**src/hw/fc_layer_pkg.sv**
```systemverilog
// Sizes, word type and sequencer states of the fully connected layer.
// Imported by the RTL stages and by the testbench.

package fc_layer_pkg;

   // ********************
   // Layer dimensions
   // ********************

   localparam int DATA_W = 16;
   localparam int N_INPUTS = 8;
   localparam int N_LANES = 16;

   // Signed fixed point word for inputs, weights, sums and outputs
   typedef logic signed [DATA_W-1:0] data_t;

   // Saturation limits
   localparam data_t DATA_MAX = data_t'(2 ** (DATA_W - 1) - 1);
   localparam data_t DATA_MIN = data_t'(-(2 ** (DATA_W - 1)));

   // ********************
   // Sequencer states
   // ********************

   typedef enum logic [2:0] {
      st_load,
      st_settle,
      st_compute,
      st_output,
      st_clear
   } seq_state_t;

endpackage

```
**src/hw/fc_mac_if.sv**
```systemverilog
// Operand and control bundle shared by the buffer, weight ROM, MAC lanes,
// sequencer and output stage.

`timescale 1ns/1ps

interface fc_mac_if #(
   parameter int n_lanes = fc_layer_pkg::N_LANES
);

   import fc_layer_pkg::*;

   data_t x_data;
   data_t w_col [n_lanes];
   logic  mac_step;
   logic  clear;
   data_t results [n_lanes];

   modport seq (output mac_step, output clear);

   modport buffer (output x_data);

   modport rom (output w_col);

   modport lane (input x_data, input w_col, input mac_step, input clear, output results);

   // Output stage only reads the finished sums
   modport drain (input results);

endinterface

```
**src/hw/fc_output_stage.sv**
```systemverilog
// Output serializer. Sends the lane results one word at a time under the
// output valid/ready handshake, then reports completion to the sequencer.

`timescale 1ns/1ps

module fc_output_stage #(
   parameter int n_lanes = fc_layer_pkg::N_LANES
) (
   input  logic                clk,
   input  logic                reset,
   input  logic                drain_start,
   output logic                drain_done,
   output logic                output_valid,
   input  logic                output_ready,
   output fc_layer_pkg::data_t output_data,
   fc_mac_if.drain             mac
);

   localparam int sel_bits = $clog2(n_lanes);

   logic                busy;
   logic [sel_bits-1:0] sel;

   // Word stays put until it is taken
   assign output_valid = busy;
   assign output_data  = mac.results[sel];

   always_ff @(posedge clk) begin
      if (reset) begin
         busy       <= 1'b0;
         sel        <= '0;
         drain_done <= 1'b0;
      end else begin
         drain_done <= 1'b0;
         if (drain_start) begin
            busy <= 1'b1;
            sel  <= '0;
         end else if (busy && output_ready) begin
            if (sel == sel_bits'(n_lanes - 1)) begin
               busy       <= 1'b0;
               sel        <= '0;
               drain_done <= 1'b1;
            end else begin
               sel <= sel + 1'b1;
            end
         end
      end
   end

endmodule

```
**src/flat_wrapper.sv**
```systemverilog
// flat-port wrapper written by rule: the top's interface ports become plain ports
module fc_output_stage_flat 
#(
   parameter int n_lanes = fc_layer_pkg::N_LANES
)
  (clk, reset, drain_start, drain_done, output_valid, output_ready, output_data, mac_results);
  fc_mac_if #(.n_lanes(n_lanes)) mac_i ();
  input  logic clk;
  input  logic reset;
  input  logic drain_start;
  output logic drain_done;
  output logic output_valid;
  input  logic output_ready;
  output fc_layer_pkg::data_t output_data;
  input wire logic [$bits(mac_i.results)-1:0] mac_results;
  assign mac_i.results = {>>{mac_results}};
  fc_output_stage #(.n_lanes(n_lanes)) u_core (.clk(clk), .reset(reset), .drain_start(drain_start), .drain_done(drain_done), .output_valid(output_valid), .output_ready(output_ready), .output_data(output_data), .mac(mac_i));
endmodule
```
**config.mk**
```make
export PLATFORM = sky130hd
export DESIGN_NAME = fc_output_stage_flat
export DESIGN_NICKNAME = d
export VERILOG_FILES = /design/src/hw/fc_layer_pkg.sv /design/src/hw/fc_mac_if.sv /design/src/hw/fc_output_stage.sv /design/src/flat_wrapper.sv
export SDC_FILE = /design/constraint.sdc
export NUM_CORES = 1
export LEC_CHECK = 0
export BUFFER_PORTS_ARGS = -buffer_cell sky130_fd_sc_hd__buf_2
export CORE_AREA = 2 2 108 110
export CTS_BUF_LIST = sky130_fd_sc_hd__clkbuf_16
export DETAILED_ROUTE_END_ITERATION = 10
export DIE_AREA = 0 0 110 112
export HOLD_SLACK_MARGIN = 0.12
export SETUP_SLACK_MARGIN = 0.02
export SKIP_CTS_REPAIR_TIMING = 1
export SLEW_MARGIN = 10
export SYNTH_ARGS = -nofsm -noshare
export SYNTH_HDL_FRONTEND = slang
export SYNTH_SLANG_ARGS = --single-unit
```
**constraint.sdc**
```tcl
create_clock -name clk -period 2.97 [get_ports clk]
set_input_delay 0.594 -clock clk [delete_from_list [all_inputs] [get_ports clk]]
set_output_delay 0.594 -clock clk [all_outputs]
set_load 0.02 [all_outputs]
```
## After elaboration in Yosys (flattened, before gate mapping)

Cells that the tools add are included.

- Input port bits: 260
- Bits in writable memories: 0
- Flip-flop bits (word level): 6
- Bits in latches: 0
- Output and inout bits: 18
- Logic and storage cells: 22
- Memories kept: 0
- Bits in read-only memories: 0

- $mul: 0
- Shift operators: 0
- Reductions and logical operators: 6
- Add/subtract/negate cells: 1
- Bitwise operators: 2
- Magnitude comparators: 1
- Multiplexer cells: 8
- Div/mod/pow operators: 0
- Eq/ne operators: 1

Operators with widths:

| operator | number |
|---|---|
| binary-select mux 16 bit (select 4 bit) | 1 |
| 2-to-1 mux 16 bit | 2 |
| >= comparator 5 bit, second input constant | 1 |
| inverter 4 -> 5 bit | 1 |
| adder 4 x 1 -> 4 bit, second input constant | 1 |
| equality test 4 bit, second input constant | 1 |
| 2-to-1 mux 1 bit | 4 |
| 2-to-1 mux 4 bit | 1 |
| nonzero test 2 bit | 2 |
| OR reduction 3 bit | 1 |
| AND reduction 2 bit | 1 |
| OR reduction 2 bit | 1 |
| logical AND 1 bit | 1 |
| inverter 1 bit | 1 |

## Longest topological paths before layout

Gate-level depths: netlist (run 1).

- Depth in word-level cells: 4
- Depth in mapped cells: 6
- Gate-level depth less buffers: 4

## Worst setup path after synthesis (run 1)

Ideal clock, no wire load.

- Kind: register to output
- From: register u_core.sel[0]
- To: output output_data[0]
- Path buffers: 2
- Cell stages (with the launch flop): 6
- Data arrival time: 1.420 ns
- Slack: 0.956 ns
- Cell sequence: dfxtp_1 -> buf_6 -> buf_6 -> mux4_2 -> o22ai_1 -> nor2_1

- Longest elaborated chain between the ends: 4

RTL lines:

| item | line | text |
|---|---|---|
| from (decl) | fc_output_stage.sv:22 | `logic [sel_bits-1:0] sel;` |
| from (signal assigned) | fc_output_stage.sv:44 | `sel <= sel + 1'b1;` |
| inverter 4 -> 5 bit (not written as such) | fc_output_stage.sv:26 | `assign output_data = mac.results[sel];` |
| binary-select mux 16 bit (select 4 bit) | fc_output_stage.sv:26 |  |
| 2-to-1 mux 16 bit (not written as such) (2 in a row) | fc_output_stage.sv:26 |  |
| to (decl) | flat_wrapper.sv:14 | `output fc_layer_pkg::data_t output_data;` |

No other way between the ends. The select of a mux whose other input is x is not followed.

## Worst setup path in the final report (run 1)

- From: register u_core.sel[1]
- To: output output_data[0]

The elaborated chain is that of the path after synthesis.

==> impl_metrics.sql, run 1 <==
INSERT INTO impl_metrics (metric_group, metric, value, unit) VALUES
('outcome', 'run_status', 'finished, final reports clean', ''),
('synthesis', 'yosysWarningCount', '0', ''),
('place', 'dpl_cell_area', '3640', 'sq um'),
('global_routing', 'grtUsageMet1', '20.2', '%'),
('drt', 'firstDrtPassIters', '6', ''),
('drt', 'drcViolationCount', '0', ''),
('synthesis', 'yosysMostFrequentCell', 'mux4_2', ''),
('clock_tree', 'cts_buffer_depth', '2', ''),
('drt', 'routedWlPerCell', '20.6', 'um'),
('synthesis', 'synthTopCellsByCount', 'mux4_2 (64), o22ai_1 (32), nor2_1 (17)', ''),
('drt', 'postRouteWirelength', '11900', 'um'),
('critical_path', 'crit_fanout', '29', ''),
('timing', 'hold-worst-slack', '514', 'ps'),
('synthesis', 'synth_mux_area_share', '68.0', '%'),
('place', 'port_buffers', '277', ''),
('synthesis', 'synth_edf_count', '0', ''),
('critical_path', 'setup.worst_path.end_class', 'output port', ''),
('clock_tree', 'insertion_delay', '230', 'ps'),
('global_routing', 'largest_net_degree_at_the_start_of_global_routing', '37', ''),
('global_routing', 'grt_overflow', '0', ''),
('final_layout', 'design_area', '3720', 'sq um'),
('timing', 'unrepaired_setup_endpoints_after_global_routing', 'false', ''),
('die', 'die_x', '110', 'um'),
('critical_path', 'cp_slowest_cell', 'dfxtp_4', ''),
('critical_path', 'worst_ep_arrival_time', '2140', 'ps'),
('place', 'gp_routability_congestion', '0.897', ''),
('job', 'drv.max_cap_violation_count', '0', ''),
('drt', 'drt_first_iter_violations', '196', ''),
('timing', 'tightestPinTransition', '739', 'ps'),
('synthesis', 'avgSynthCellArea', '12.9', 'sq um'),
('global_routing', 'first_pass_grt_wire_length', '17000', 'um'),
('die', 'start_util', '19.1', '%'),
('final_layout', 'final_nets', '695', ''),
('synthesis', 'yosys.area_share.adder', '0.587', '%'),
('die', 'core_area', '11200', 'sq um'),
('timing', 'achievable-frequency', '366', 'MHz'),
('clock_tree', 'clock-root-buffer', 'clkbuf_16', ''),
('synthesis', 'share_of_synthesized_registers_carrying_an_async_set_or_reset', '0', '%'),
('timing', 'final_max_slew_viol_count', '0', ''),
('power_and_ir_drop', 'total_switching_power', '0.000176', 'W'),
('final_layout', 'regArea', '125', 'sq um'),
('synthesis', 'synth_fp_nets', '426', ''),
('final_layout', 'post_route_cells_drive_above_1_share', '82.2', '%'),
('die', 'ioPinCount', '278', ''),
('timing', 'totalNegativeSetupSlack', '0', 'ps'),
('power_and_ir_drop', 'p_int', '0.000471', 'W'),
('final_layout', 'area_growth', '74.3', '%'),
('global_routing', 'antenna_found_initial', '1', ''),
('worst_hold_path', 'hp-class', 'register to register', ''),
('global_routing', 'gr-usage-met3', '3.86', '%'),
('synthesis', 'simple_gate_area_share_of_the_yosys_netlist', '7.04', '%'),
('timing', 'skew', '0.374', 'ps'),
('die', 'vert_die_dim', '112', 'um'),
('synthesis', 'syn_inst', '165', ''),
('power_and_ir_drop', 'max-vdd-ir-drop', '0.000319', 'V'),
('timing', 'min_period', '2730', 'ps'),
('final_layout', 'area_of_combinational_cells_with_multiple_inputs', '1850', 'sq um'),
('synthesis', 'ys_ff_latch', '6', ''),
('global_routing', 'globalRouteMet2Util', '35.1', '%'),
('power_and_ir_drop', 'total_leakage_power', '1.69', 'nW'),
('clock_tree', 'tritoncts', 'yes', ''),
('place', 'dpl_hpwl', '10200', 'um'),
('drt', 'avgViaCountPerCell', '4.94', ''),
('critical_path', 'path_cells', 'buf_4 -> mux4_2 -> o22ai_1 -> nor2_1 -> buf_2', ''),
('clock_tree', 'cts.htree.levels', '1', ''),
('synthesis', 'synth_area_leaders', 'mux4_2 (68%), o22ai_1 (9.4%), dfxtp_1 (5.6%)', ''),
('drt', 'via_count_of_the_routed_design', '2850', ''),
('global_routing', 'global_route.usage.total', '18.4', '%'),
('critical_path', 'start_kind', 'register', ''),
('critical_path', 'cpPeakStageDelay', '640', 'ps'),
('final_layout', 'nFillCells', '1172', '');
[power groups by stage]
stage / logic, W / registers [W] / clock network [W]
after global placement: 0.000330 / 0.0000851 / 0
final: 0.000337 / 0.0000841 / 0.000226
after global routing: 0.000363 / 0.0000843 / 0.000233
after detailed placement: 0.000338 / 0.0000853 / 0
after CTS: 0.000339 / 0.0000841 / 0.000229
after floorplan: 0.000133 / 0.0000863 / 0
[through the flow]
stage	std cells	utilization [%]	total power (W)	worst slack, ps
6_report	577	33.3	0.000647	236
5_1_grt	577	33.3	0.000680	91.5
4_1_cts	576	33.3	0.000652	164
3_5_place_dp	572	32.5	0.000423	412
3_3_place_gp	572	32.5	0.000415	413
2_1_floorplan	165	-	0.000219	956
[worst paths after layout]
check | start | to | cells after the start
worst min register to register | u_core.output_valid$_SDFFE_PP0P_ | u_core.drain_done$_SDFF_PP0_ | 2
worst max-delay path | u_core.sel[1]$_SDFFE_PP0P_ | output_data[0] | 5
worst max register to register | u_core.sel[1]$_SDFFE_PP0P_ | u_core.sel[0]$_SDFFE_PP0P_ | 5
worst min-delay path | u_core.output_valid$_SDFFE_PP0P_ | u_core.drain_done$_SDFF_PP0_ | 2
[final cells by class]
type                       instances  share of cell area (%)
sequential                         6                    3.36
antenna                            1                  0.0673
multi-input combinational        137                    49.9
tap                              143                    4.81
clock inverter                     1                   0.101
timing repair buffer             286                    39.8
clock buffer                       3                    2.02
[flip-flops by register name, summed over array words and instances (netlist names)]
signal and cells:
u_core.drain_done 1, u_core.output_valid 1, u_core.sel 4
[critical path: cells and delay by family, from the launching register on]
kind                   cells  cell delay, ps
flip-flops                 1             640
buffers and inverters      2             510
AO/OA/AOI/OAI              1             340
multiplexers               1             320
AND/OR/NAND/NOR            1              70
[placed cells by master, fill, tap and decap left out, types with 2 or more instances in the layout]
cell type and n:
a21oi_1 2, buf_12 2, buf_2 277, buf_4 7, clkbuf_16 3, dfxtp_1 4, mux4_2 64, nand2_1 4
nand2b_1 2, nand3_1 2, nor2_1 17, nor3_1 3, o22ai_1 32, or3_1 2
[routing by layer]
metal	up-vias	share of wire, %
met4	0	2.4
li1	1290	-
met3	20	9.1
met5	-	0
met1	1360	36
met2	180	53
[kinds of logic after synthesis]
logic type / Yosys count
buffers and inverters: 22
XOR/XNOR: 1
AND/OR/NAND/NOR: 33
flip-flops: 6
multiplexers: 65
AO/OA/AOI/OAI: 37
adder cells (fa/ha/maj): 1
No activity file was read; power rests on OpenSTA's default activity.
==> inputs of run 2 (changes only) <==
- CTS_CLUSTER_SIZE: not set -> 14
- PLACE_DENSITY: not set -> 0.49
- SLEW_MARGIN: 10 -> not set
==> impl_metrics.sql, run 2 (synthesized netlist as in run 1, its figures left out) <==
INSERT INTO impl_metrics (metric_group, metric, value, unit) VALUES
('outcome', 'run_status', 'finished, final reports clean', ''),
('clock_tree', 'insertion_delay', '230', 'ps'),
('die', 'ioPinCount', '278', ''),
('clock_tree', 'numClockSinks', '6', ''),
('timing', 'min_period', '2660', 'ps'),
('clock_tree', 'tritoncts', 'yes', ''),
('critical_path', 'start_kind', 'register', ''),
('power_and_ir_drop', 'seq_power_share', '13.3', '%'),
('timing', 'unrepaired_setup_endpoints_after_global_routing', 'false', ''),
('power_and_ir_drop', 'p_per_area', '170', 'nW/um^2'),
('drt', 'drtAntennaViolNets', '0', ''),
('drt', 'drcViolationCount', '0', ''),
('place', 'port_buffers', '277', ''),
('power_and_ir_drop', 'total_switching_power', '0.000165', 'W'),
('final_layout', 'area_of_combinational_cells_with_multiple_inputs', '1850', 'sq um'),
('drt', 'postRouteWirelength', '10800', 'um'),
('drt', 'drt_first_iter_violations', '110', ''),
('timing', 'totalNegativeSetupSlack', '0', 'ps'),
('clock_tree', 'cts_made_buffers', '3', ''),
('final_layout', 'regMostFlops', 'u_core.sel', ''),
('place', 'dpl_cell_area', '3620', 'sq um'),
('power_and_ir_drop', 'total_leakage_power', '1.68', 'nW'),
('final_layout', 'most-common-layout-cells', 'buf_2 (277), mux4_2 (64), o22ai_1 (32)', ''),
('final_layout', 'largest_reg_flops', '4', ''),
('critical_path', 'worst-endpoint-required', '2380', 'ps'),
('final_layout', 'regArea', '125', 'sq um'),
('final_layout', 'post_route_cells_drive_above_1_share', '82.1', '%'),
('timing', 'setup_violations', '0', ''),
('drt', 'avgViaCountPerCell', '4.84', ''),
('global_routing', 'largest_net_degree_at_the_start_of_global_routing', '40', ''),
('final_layout', 'final_nets', '692', ''),
('die', 'placement_rows', '39', ''),
('power_and_ir_drop', 'max-vdd-ir-drop', '0.000175', 'V'),
('timing', 'achievable-frequency', '376', 'MHz'),
('place', 'gp_routability_congestion', '0.805', ''),
('clock_tree', 'clock-root-buffer', 'clkbuf_16', ''),
('worst_hold_path', 'holdPathStages', '2', ''),
('power_and_ir_drop', 'p_sw_share', '25.9', '%'),
('critical_path', 'crit_fanout', '21', ''),
('clock_tree', 'clk_transition_reported_paths', '40', 'ps'),
('global_routing', 'grt_pass1_vias', '2974', ''),
('power_and_ir_drop', 'p_int', '0.000470', 'W'),
('timing', 'tightestPinTransition', '770', 'ps'),
('drt', 'routedWlPerCell', '18.8', 'um'),
('clock_tree', 'cts.htree.levels', '1', ''),
('power_and_ir_drop', 'clock_share_of_power', '34.8', '%'),
('timing', 'final_max_slew_viol_count', '0', ''),
('timing', 'min_period_over_period', '89.6', '%'),
('timing', 'skew', '0.150', 'ps'),
('global_routing', 'grt_overflow', '0', ''),
('power_and_ir_drop', 'pwr-share-comb', '51.9', '%'),
('worst_hold_path', 'hp-class', 'register to register', ''),
('timing', 'hold_violations', '0', ''),
('final_layout', 'area_growth', '74.7', '%'),
('die', 'die_x', '110', 'um'),
('final_layout', 'utilization', '33.3', '%'),
('final_layout', 'nFillCells', '1192', ''),
('die', 'core_area', '11200', 'sq um'),
('global_routing', 'antenna_found_initial', '4', ''),
('global_routing', 'first_pass_grt_wire_length', '15300', 'um'),
('critical_path', 'setup.worst_path.end_class', 'output port', ''),
('die', 'vert_die_dim', '112', 'um'),
('die', 'start_util', '19.1', '%'),
('critical_path', 'timing.reg2reg.worst_path_depth', '5', ''),
('final_layout', 'layout_commonest_cell', 'buf_2', ''),
('timing', 'timing.max_slew.rel_slack', '48.7', '%'),
('drt', 'via_count_of_the_routed_design', '2785', ''),
('critical_path', 'worst_ep_arrival_time', '2070', 'ps'),
('drt', 'firstDrtPassIters', '4', ''),
('global_routing', 'global_route.usage.total', '16.4', '%'),
('final_layout', 'design_area', '3730', 'sq um'),
('job', 'drv.max_cap_violation_count', '0', ''),
('critical_path', 'setup.worst_path.class', 'register to output port', ''),
('clock_tree', 'cts_buffer_depth', '2', ''),
('die', 'die-area', '12300', 'sq um'),
('place', 'dpl_hpwl', '9410', 'um');
## run 2: cell count changes in the layout (fill, tap and decap cells not counted)
| cell | delta |
|---|---|
| buf_12 | +2 |
| buf_4 | -5 |
| diode_2 | +2 |
## run 2: stage by stage
stage / hold WS [ps] / power, W / worst slack [ps] / std cells
after floorplan: 503 / 0.000219 / 956 / 165
after global placement: 496 / 0.000413 / 329 / 568
after detailed placement: 508 / 0.000418 / 279 / 568
after CTS: 513 / 0.000642 / 39.8 / 572
after global routing: 526 / 0.000674 / 155 / 576
final: 506 / 0.000635 / 310 / 576
## run 2: power groups by stage
stage | combinational [W] | clock [W] | sequential [W]
after global placement | 0.000327 | 0 | 0.0000860
after floorplan | 0.000133 | 0 | 0.0000863
after global routing | 0.000357 | 0.000232 | 0.0000849
final | 0.000329 | 0.000221 | 0.0000845
after CTS | 0.000333 | 0.000224 | 0.0000848
after detailed placement | 0.000332 | 0 | 0.0000860
## run 2: final timing paths
| check | slack (ps) | end | startpoint |
|---|---|---|---|
| max | 310 | output_data[6] | u_core.sel[1]$_SDFFE_PP0P_ |
| min | 510 | u_core.sel[0]$_SDFFE_PP0P_ | u_core.sel[0]$_SDFFE_PP0P_ |
| max reg2reg | 1210 | u_core.sel[0]$_SDFFE_PP0P_ | u_core.sel[1]$_SDFFE_PP0P_ |
| min reg2reg | 510 | u_core.sel[0]$_SDFFE_PP0P_ | u_core.sel[0]$_SDFFE_PP0P_ |
## run 2: worst max-delay path, cell delays in order (launching register included)
cell	delay, ps
dfxtp_4	620
buf_12	240
mux4_2	510
o22ai_1	190
nor2_1	90
buf_2	180
## run 2: cell type report
cell class / count / share of cell area (%)
tap: 143 / 4.80
clock inverter: 1 / 0.101
clock buffer: 3 / 2.01
timing repair buffer: 283 / 39.8
sequential: 6 / 3.36
multi-input combinational: 137 / 49.8
antenna: 3 / 0.201
## run 2: per-layer routing
| layer | up-vias | wire, um | global-route usage [%] |
|---|---|---|---|
| li1 | 1284 | - | - |
| met1 | 1326 | 3540 | 16.2 |
| met2 | 167 | 6010 | 32.9 |
| met3 | 6 | 1200 | 4.39 |
| met4 | 2 | 85 | 3.29 |
| met5 | - | 12 | 0 |
==> inputs of run 3 (changes only) <==
- CORE_AREA: 2 2 108 110 -> 3 3 106 108
- DIE_AREA: 0 0 110 112 -> 0 0 109 111
- PLACE_DENSITY: 0.49 -> 0.52
==> impl_metrics.sql, run 3 (synthesized netlist as in run 1, its figures left out) <==
INSERT INTO impl_metrics (metric_group, metric, value, unit) VALUES
('outcome', 'run_status', 'finished, final reports clean', ''),
('clock_tree', 'cts_made_buffers', '3', ''),
('clock_tree', 'cts_buffer_depth', '2', ''),
('power_and_ir_drop', 'post-layout-total-power', '0.000641', 'W'),
('final_layout', 'largest_reg_flops', '4', ''),
('worst_hold_path', 'min_delay_worst_endpoint', 'u_core.drain_done$_SDFF_PP0_', ''),
('global_routing', 'antenna_found_initial', '1', ''),
('final_layout', 'final_nets', '695', ''),
('critical_path', 'start_kind', 'register', ''),
('place', 'place_ws', '221', 'ps'),
('timing', 'min_period_over_period', '91.8', '%'),
('die', 'die_x', '109', 'um'),
('critical_path', 'reg2reg_to', 'u_core.sel[0]$_SDFFE_PP0P_', ''),
('die', 'ioPinCount', '278', ''),
('drt', 'postRouteWirelength', '11200', 'um'),
('drt', 'drtAntennaViolNets', '0', ''),
('worst_hold_path', 'holdPathStages', '2', ''),
('critical_path', 'crit_fanout', '23', ''),
('timing', 'hold_violations', '0', ''),
('timing', 'achievable-frequency', '367', 'MHz'),
('final_layout', 'regMostFlops', 'u_core.sel', ''),
('place', 'dpl_hpwl', '9790', 'um'),
('critical_path', 'setup.worst_path.class', 'register to output port', ''),
('worst_hold_path', 'min_from', 'u_core.output_valid$_SDFFE_PP0P_', ''),
('power_and_ir_drop', 'total_leakage_power', '1.69', 'nW'),
('die', 'vert_die_dim', '111', 'um'),
('critical_path', 'worst-endpoint-required', '2380', 'ps'),
('final_layout', 'nFillCells', '1059', ''),
('die', 'core_area', '10300', 'sq um'),
('drt', 'firstDrtPassIters', '4', ''),
('critical_path', 'worst_r2r_startpoint', 'u_core.sel[1]$_SDFFE_PP0P_', ''),
('power_and_ir_drop', 'p_per_area', '172', 'nW/um^2'),
('final_layout', 'design_area', '3720', 'sq um'),
('final_layout', 'regArea', '125', 'sq um'),
('final_layout', 'most-common-layout-cells', 'buf_2 (277), mux4_2 (64), o22ai_1 (32)', ''),
('global_routing', 'largest_net_degree_at_the_start_of_global_routing', '35', ''),
('final_layout', 'layout_commonest_cell', 'buf_2', ''),
('timing', 'unrepaired_setup_endpoints_after_global_routing', 'false', ''),
('die', 'placement_rows', '37', ''),
('timing', 'setup_ws', '243', 'ps'),
('timing', 'tightestPinTransition', '708', 'ps'),
('timing', 'setup_violations', '0', ''),
('clock_tree', 'numClockSinks', '6', ''),
('drt', 'drt_first_iter_violations', '165', ''),
('clock_tree', 'insertion_delay', '230', 'ps'),
('critical_path', 'reg2reg_slack', '1280', 'ps'),
('final_layout', 'post_route_cells_drive_above_1_share', '82.2', '%'),
('power_and_ir_drop', 'max-vdd-ir-drop', '0.000387', 'V'),
('job', 'drv.max_cap_violation_count', '0', ''),
('timing', 'min_period', '2730', 'ps'),
('critical_path', 'worst_ep_arrival_time', '2130', 'ps'),
('timing', 'final_max_slew_viol_count', '0', ''),
('critical_path', 'timing.reg2reg.worst_path_depth', '5', ''),
('place', 'numPlacedInstances', '564', ''),
('final_layout', 'area_growth', '74.5', '%'),
('drt', 'drcViolationCount', '0', ''),
('final_layout', 'area_of_combinational_cells_with_multiple_inputs', '1850', 'sq um'),
('worst_hold_path', 'hp-class', 'register to register', ''),
('critical_path', 'setup.worst_path.end_class', 'output port', ''),
('drt', 'via_count_of_the_routed_design', '2859', ''),
('clock_tree', 'clock-root-buffer', 'clkbuf_16', ''),
('drt', 'routedWlPerCell', '19.7', 'um'),
('place', 'dpl_cell_area', '3620', 'sq um'),
('clock_tree', 'tritoncts', 'yes', ''),
('drt', 'avgViaCountPerCell', '5.02', ''),
('global_routing', 'grt_pass1_vias', '3007', ''),
('global_routing', 'grt_overflow', '0', ''),
('place', 'port_buffers', '277', ''),
('final_layout', 'fin_cells', '570', ''),
('timing', 'timing.max_slew.rel_slack', '52.8', '%'),
('place', 'gp_routability_congestion', '0.881', ''),
('clock_tree', 'cts.htree.levels', '1', ''),
('global_routing', 'global_route.usage.total', '17.1', '%'),
('timing', 'hold-worst-slack', '523', 'ps'),
('clock_tree', 'clk_transition_reported_paths', '40', 'ps'),
('die', 'start_util', '20.7', '%'),
('global_routing', 'first_pass_grt_wire_length', '15900', 'um'),
('die', 'die-area', '12100', 'sq um'),
('timing', 'skew', '2.34', 'ps');
-- run 3: changes by cell type in the layout (fill, tap and decap cells not counted) --
cell and delta:
buf_4 +4, buf_12 -1, diode_2 -2
-- run 3: per-stage QoR --
step | util, % | TNS [ps]
4_1_cts | 35.8 | -35.3
6_report | 36.1 | 0
5_1_grt | 36.1 | 0
2_1_floorplan | - | 0
3_5_place_dp | 35.1 | 0
3_3_place_gp | 35.1 | 0
-- run 3: power breakdown --
group          switching (W)  internal [W]
logic               0.000118      0.000214
clock network      0.0000499      0.000175
registers         0.00000234     0.0000817
total               0.000170      0.000471
-- run 3: worst max-delay path, cell delays in order, from the launching register on --
cell     delay, ps
dfxtp_4        560
buf_4          380
mux4_2         550
o22ai_1        160
nor2_1          60
buf_2          160
-- run 3: area by class of cell --
| cell class | count | area share, % |
|---|---|---|
| clock inverters | 1 | 0.101 |
| clock buffers | 3 | 2.02 |
| repair buffers | 286 | 40.1 |
| flip-flops and latches | 6 | 3.36 |
| multi-input cells | 137 | 49.8 |
| well taps | 136 | 4.57 |
| diodes | 1 | 0.0672 |
-- run 3: how the worst max path moves through the flow --
stage,startpoint,endpoint
after floorplan,u_core.sel[0]$_SDFFE_PP0P_,output_data[0]
after global placement,u_core.sel[1]$_SDFFE_PP0P_,output_data[15]
after detailed placement,u_core.sel[1]$_SDFFE_PP0P_,output_data[15]
after CTS,u_core.sel[1]$_SDFFE_PP0P_,output_data[15]
after global routing,u_core.sel[1]$_SDFFE_PP0P_,output_data[15]
final,u_core.sel[1]$_SDFFE_PP0P_,output_data[15]
-- run 3: routing by layer --
metal / up-vias / global-route usage [%] / share of wire, %
met4: 0 / 2.69 / 1.3
met3: 8 / 3.38 / 10
li1: 1288 / - / -
met1: 1377 / 18.2 / 33
met2: 186 / 34.0 / 55
met5: - / 0 / 0
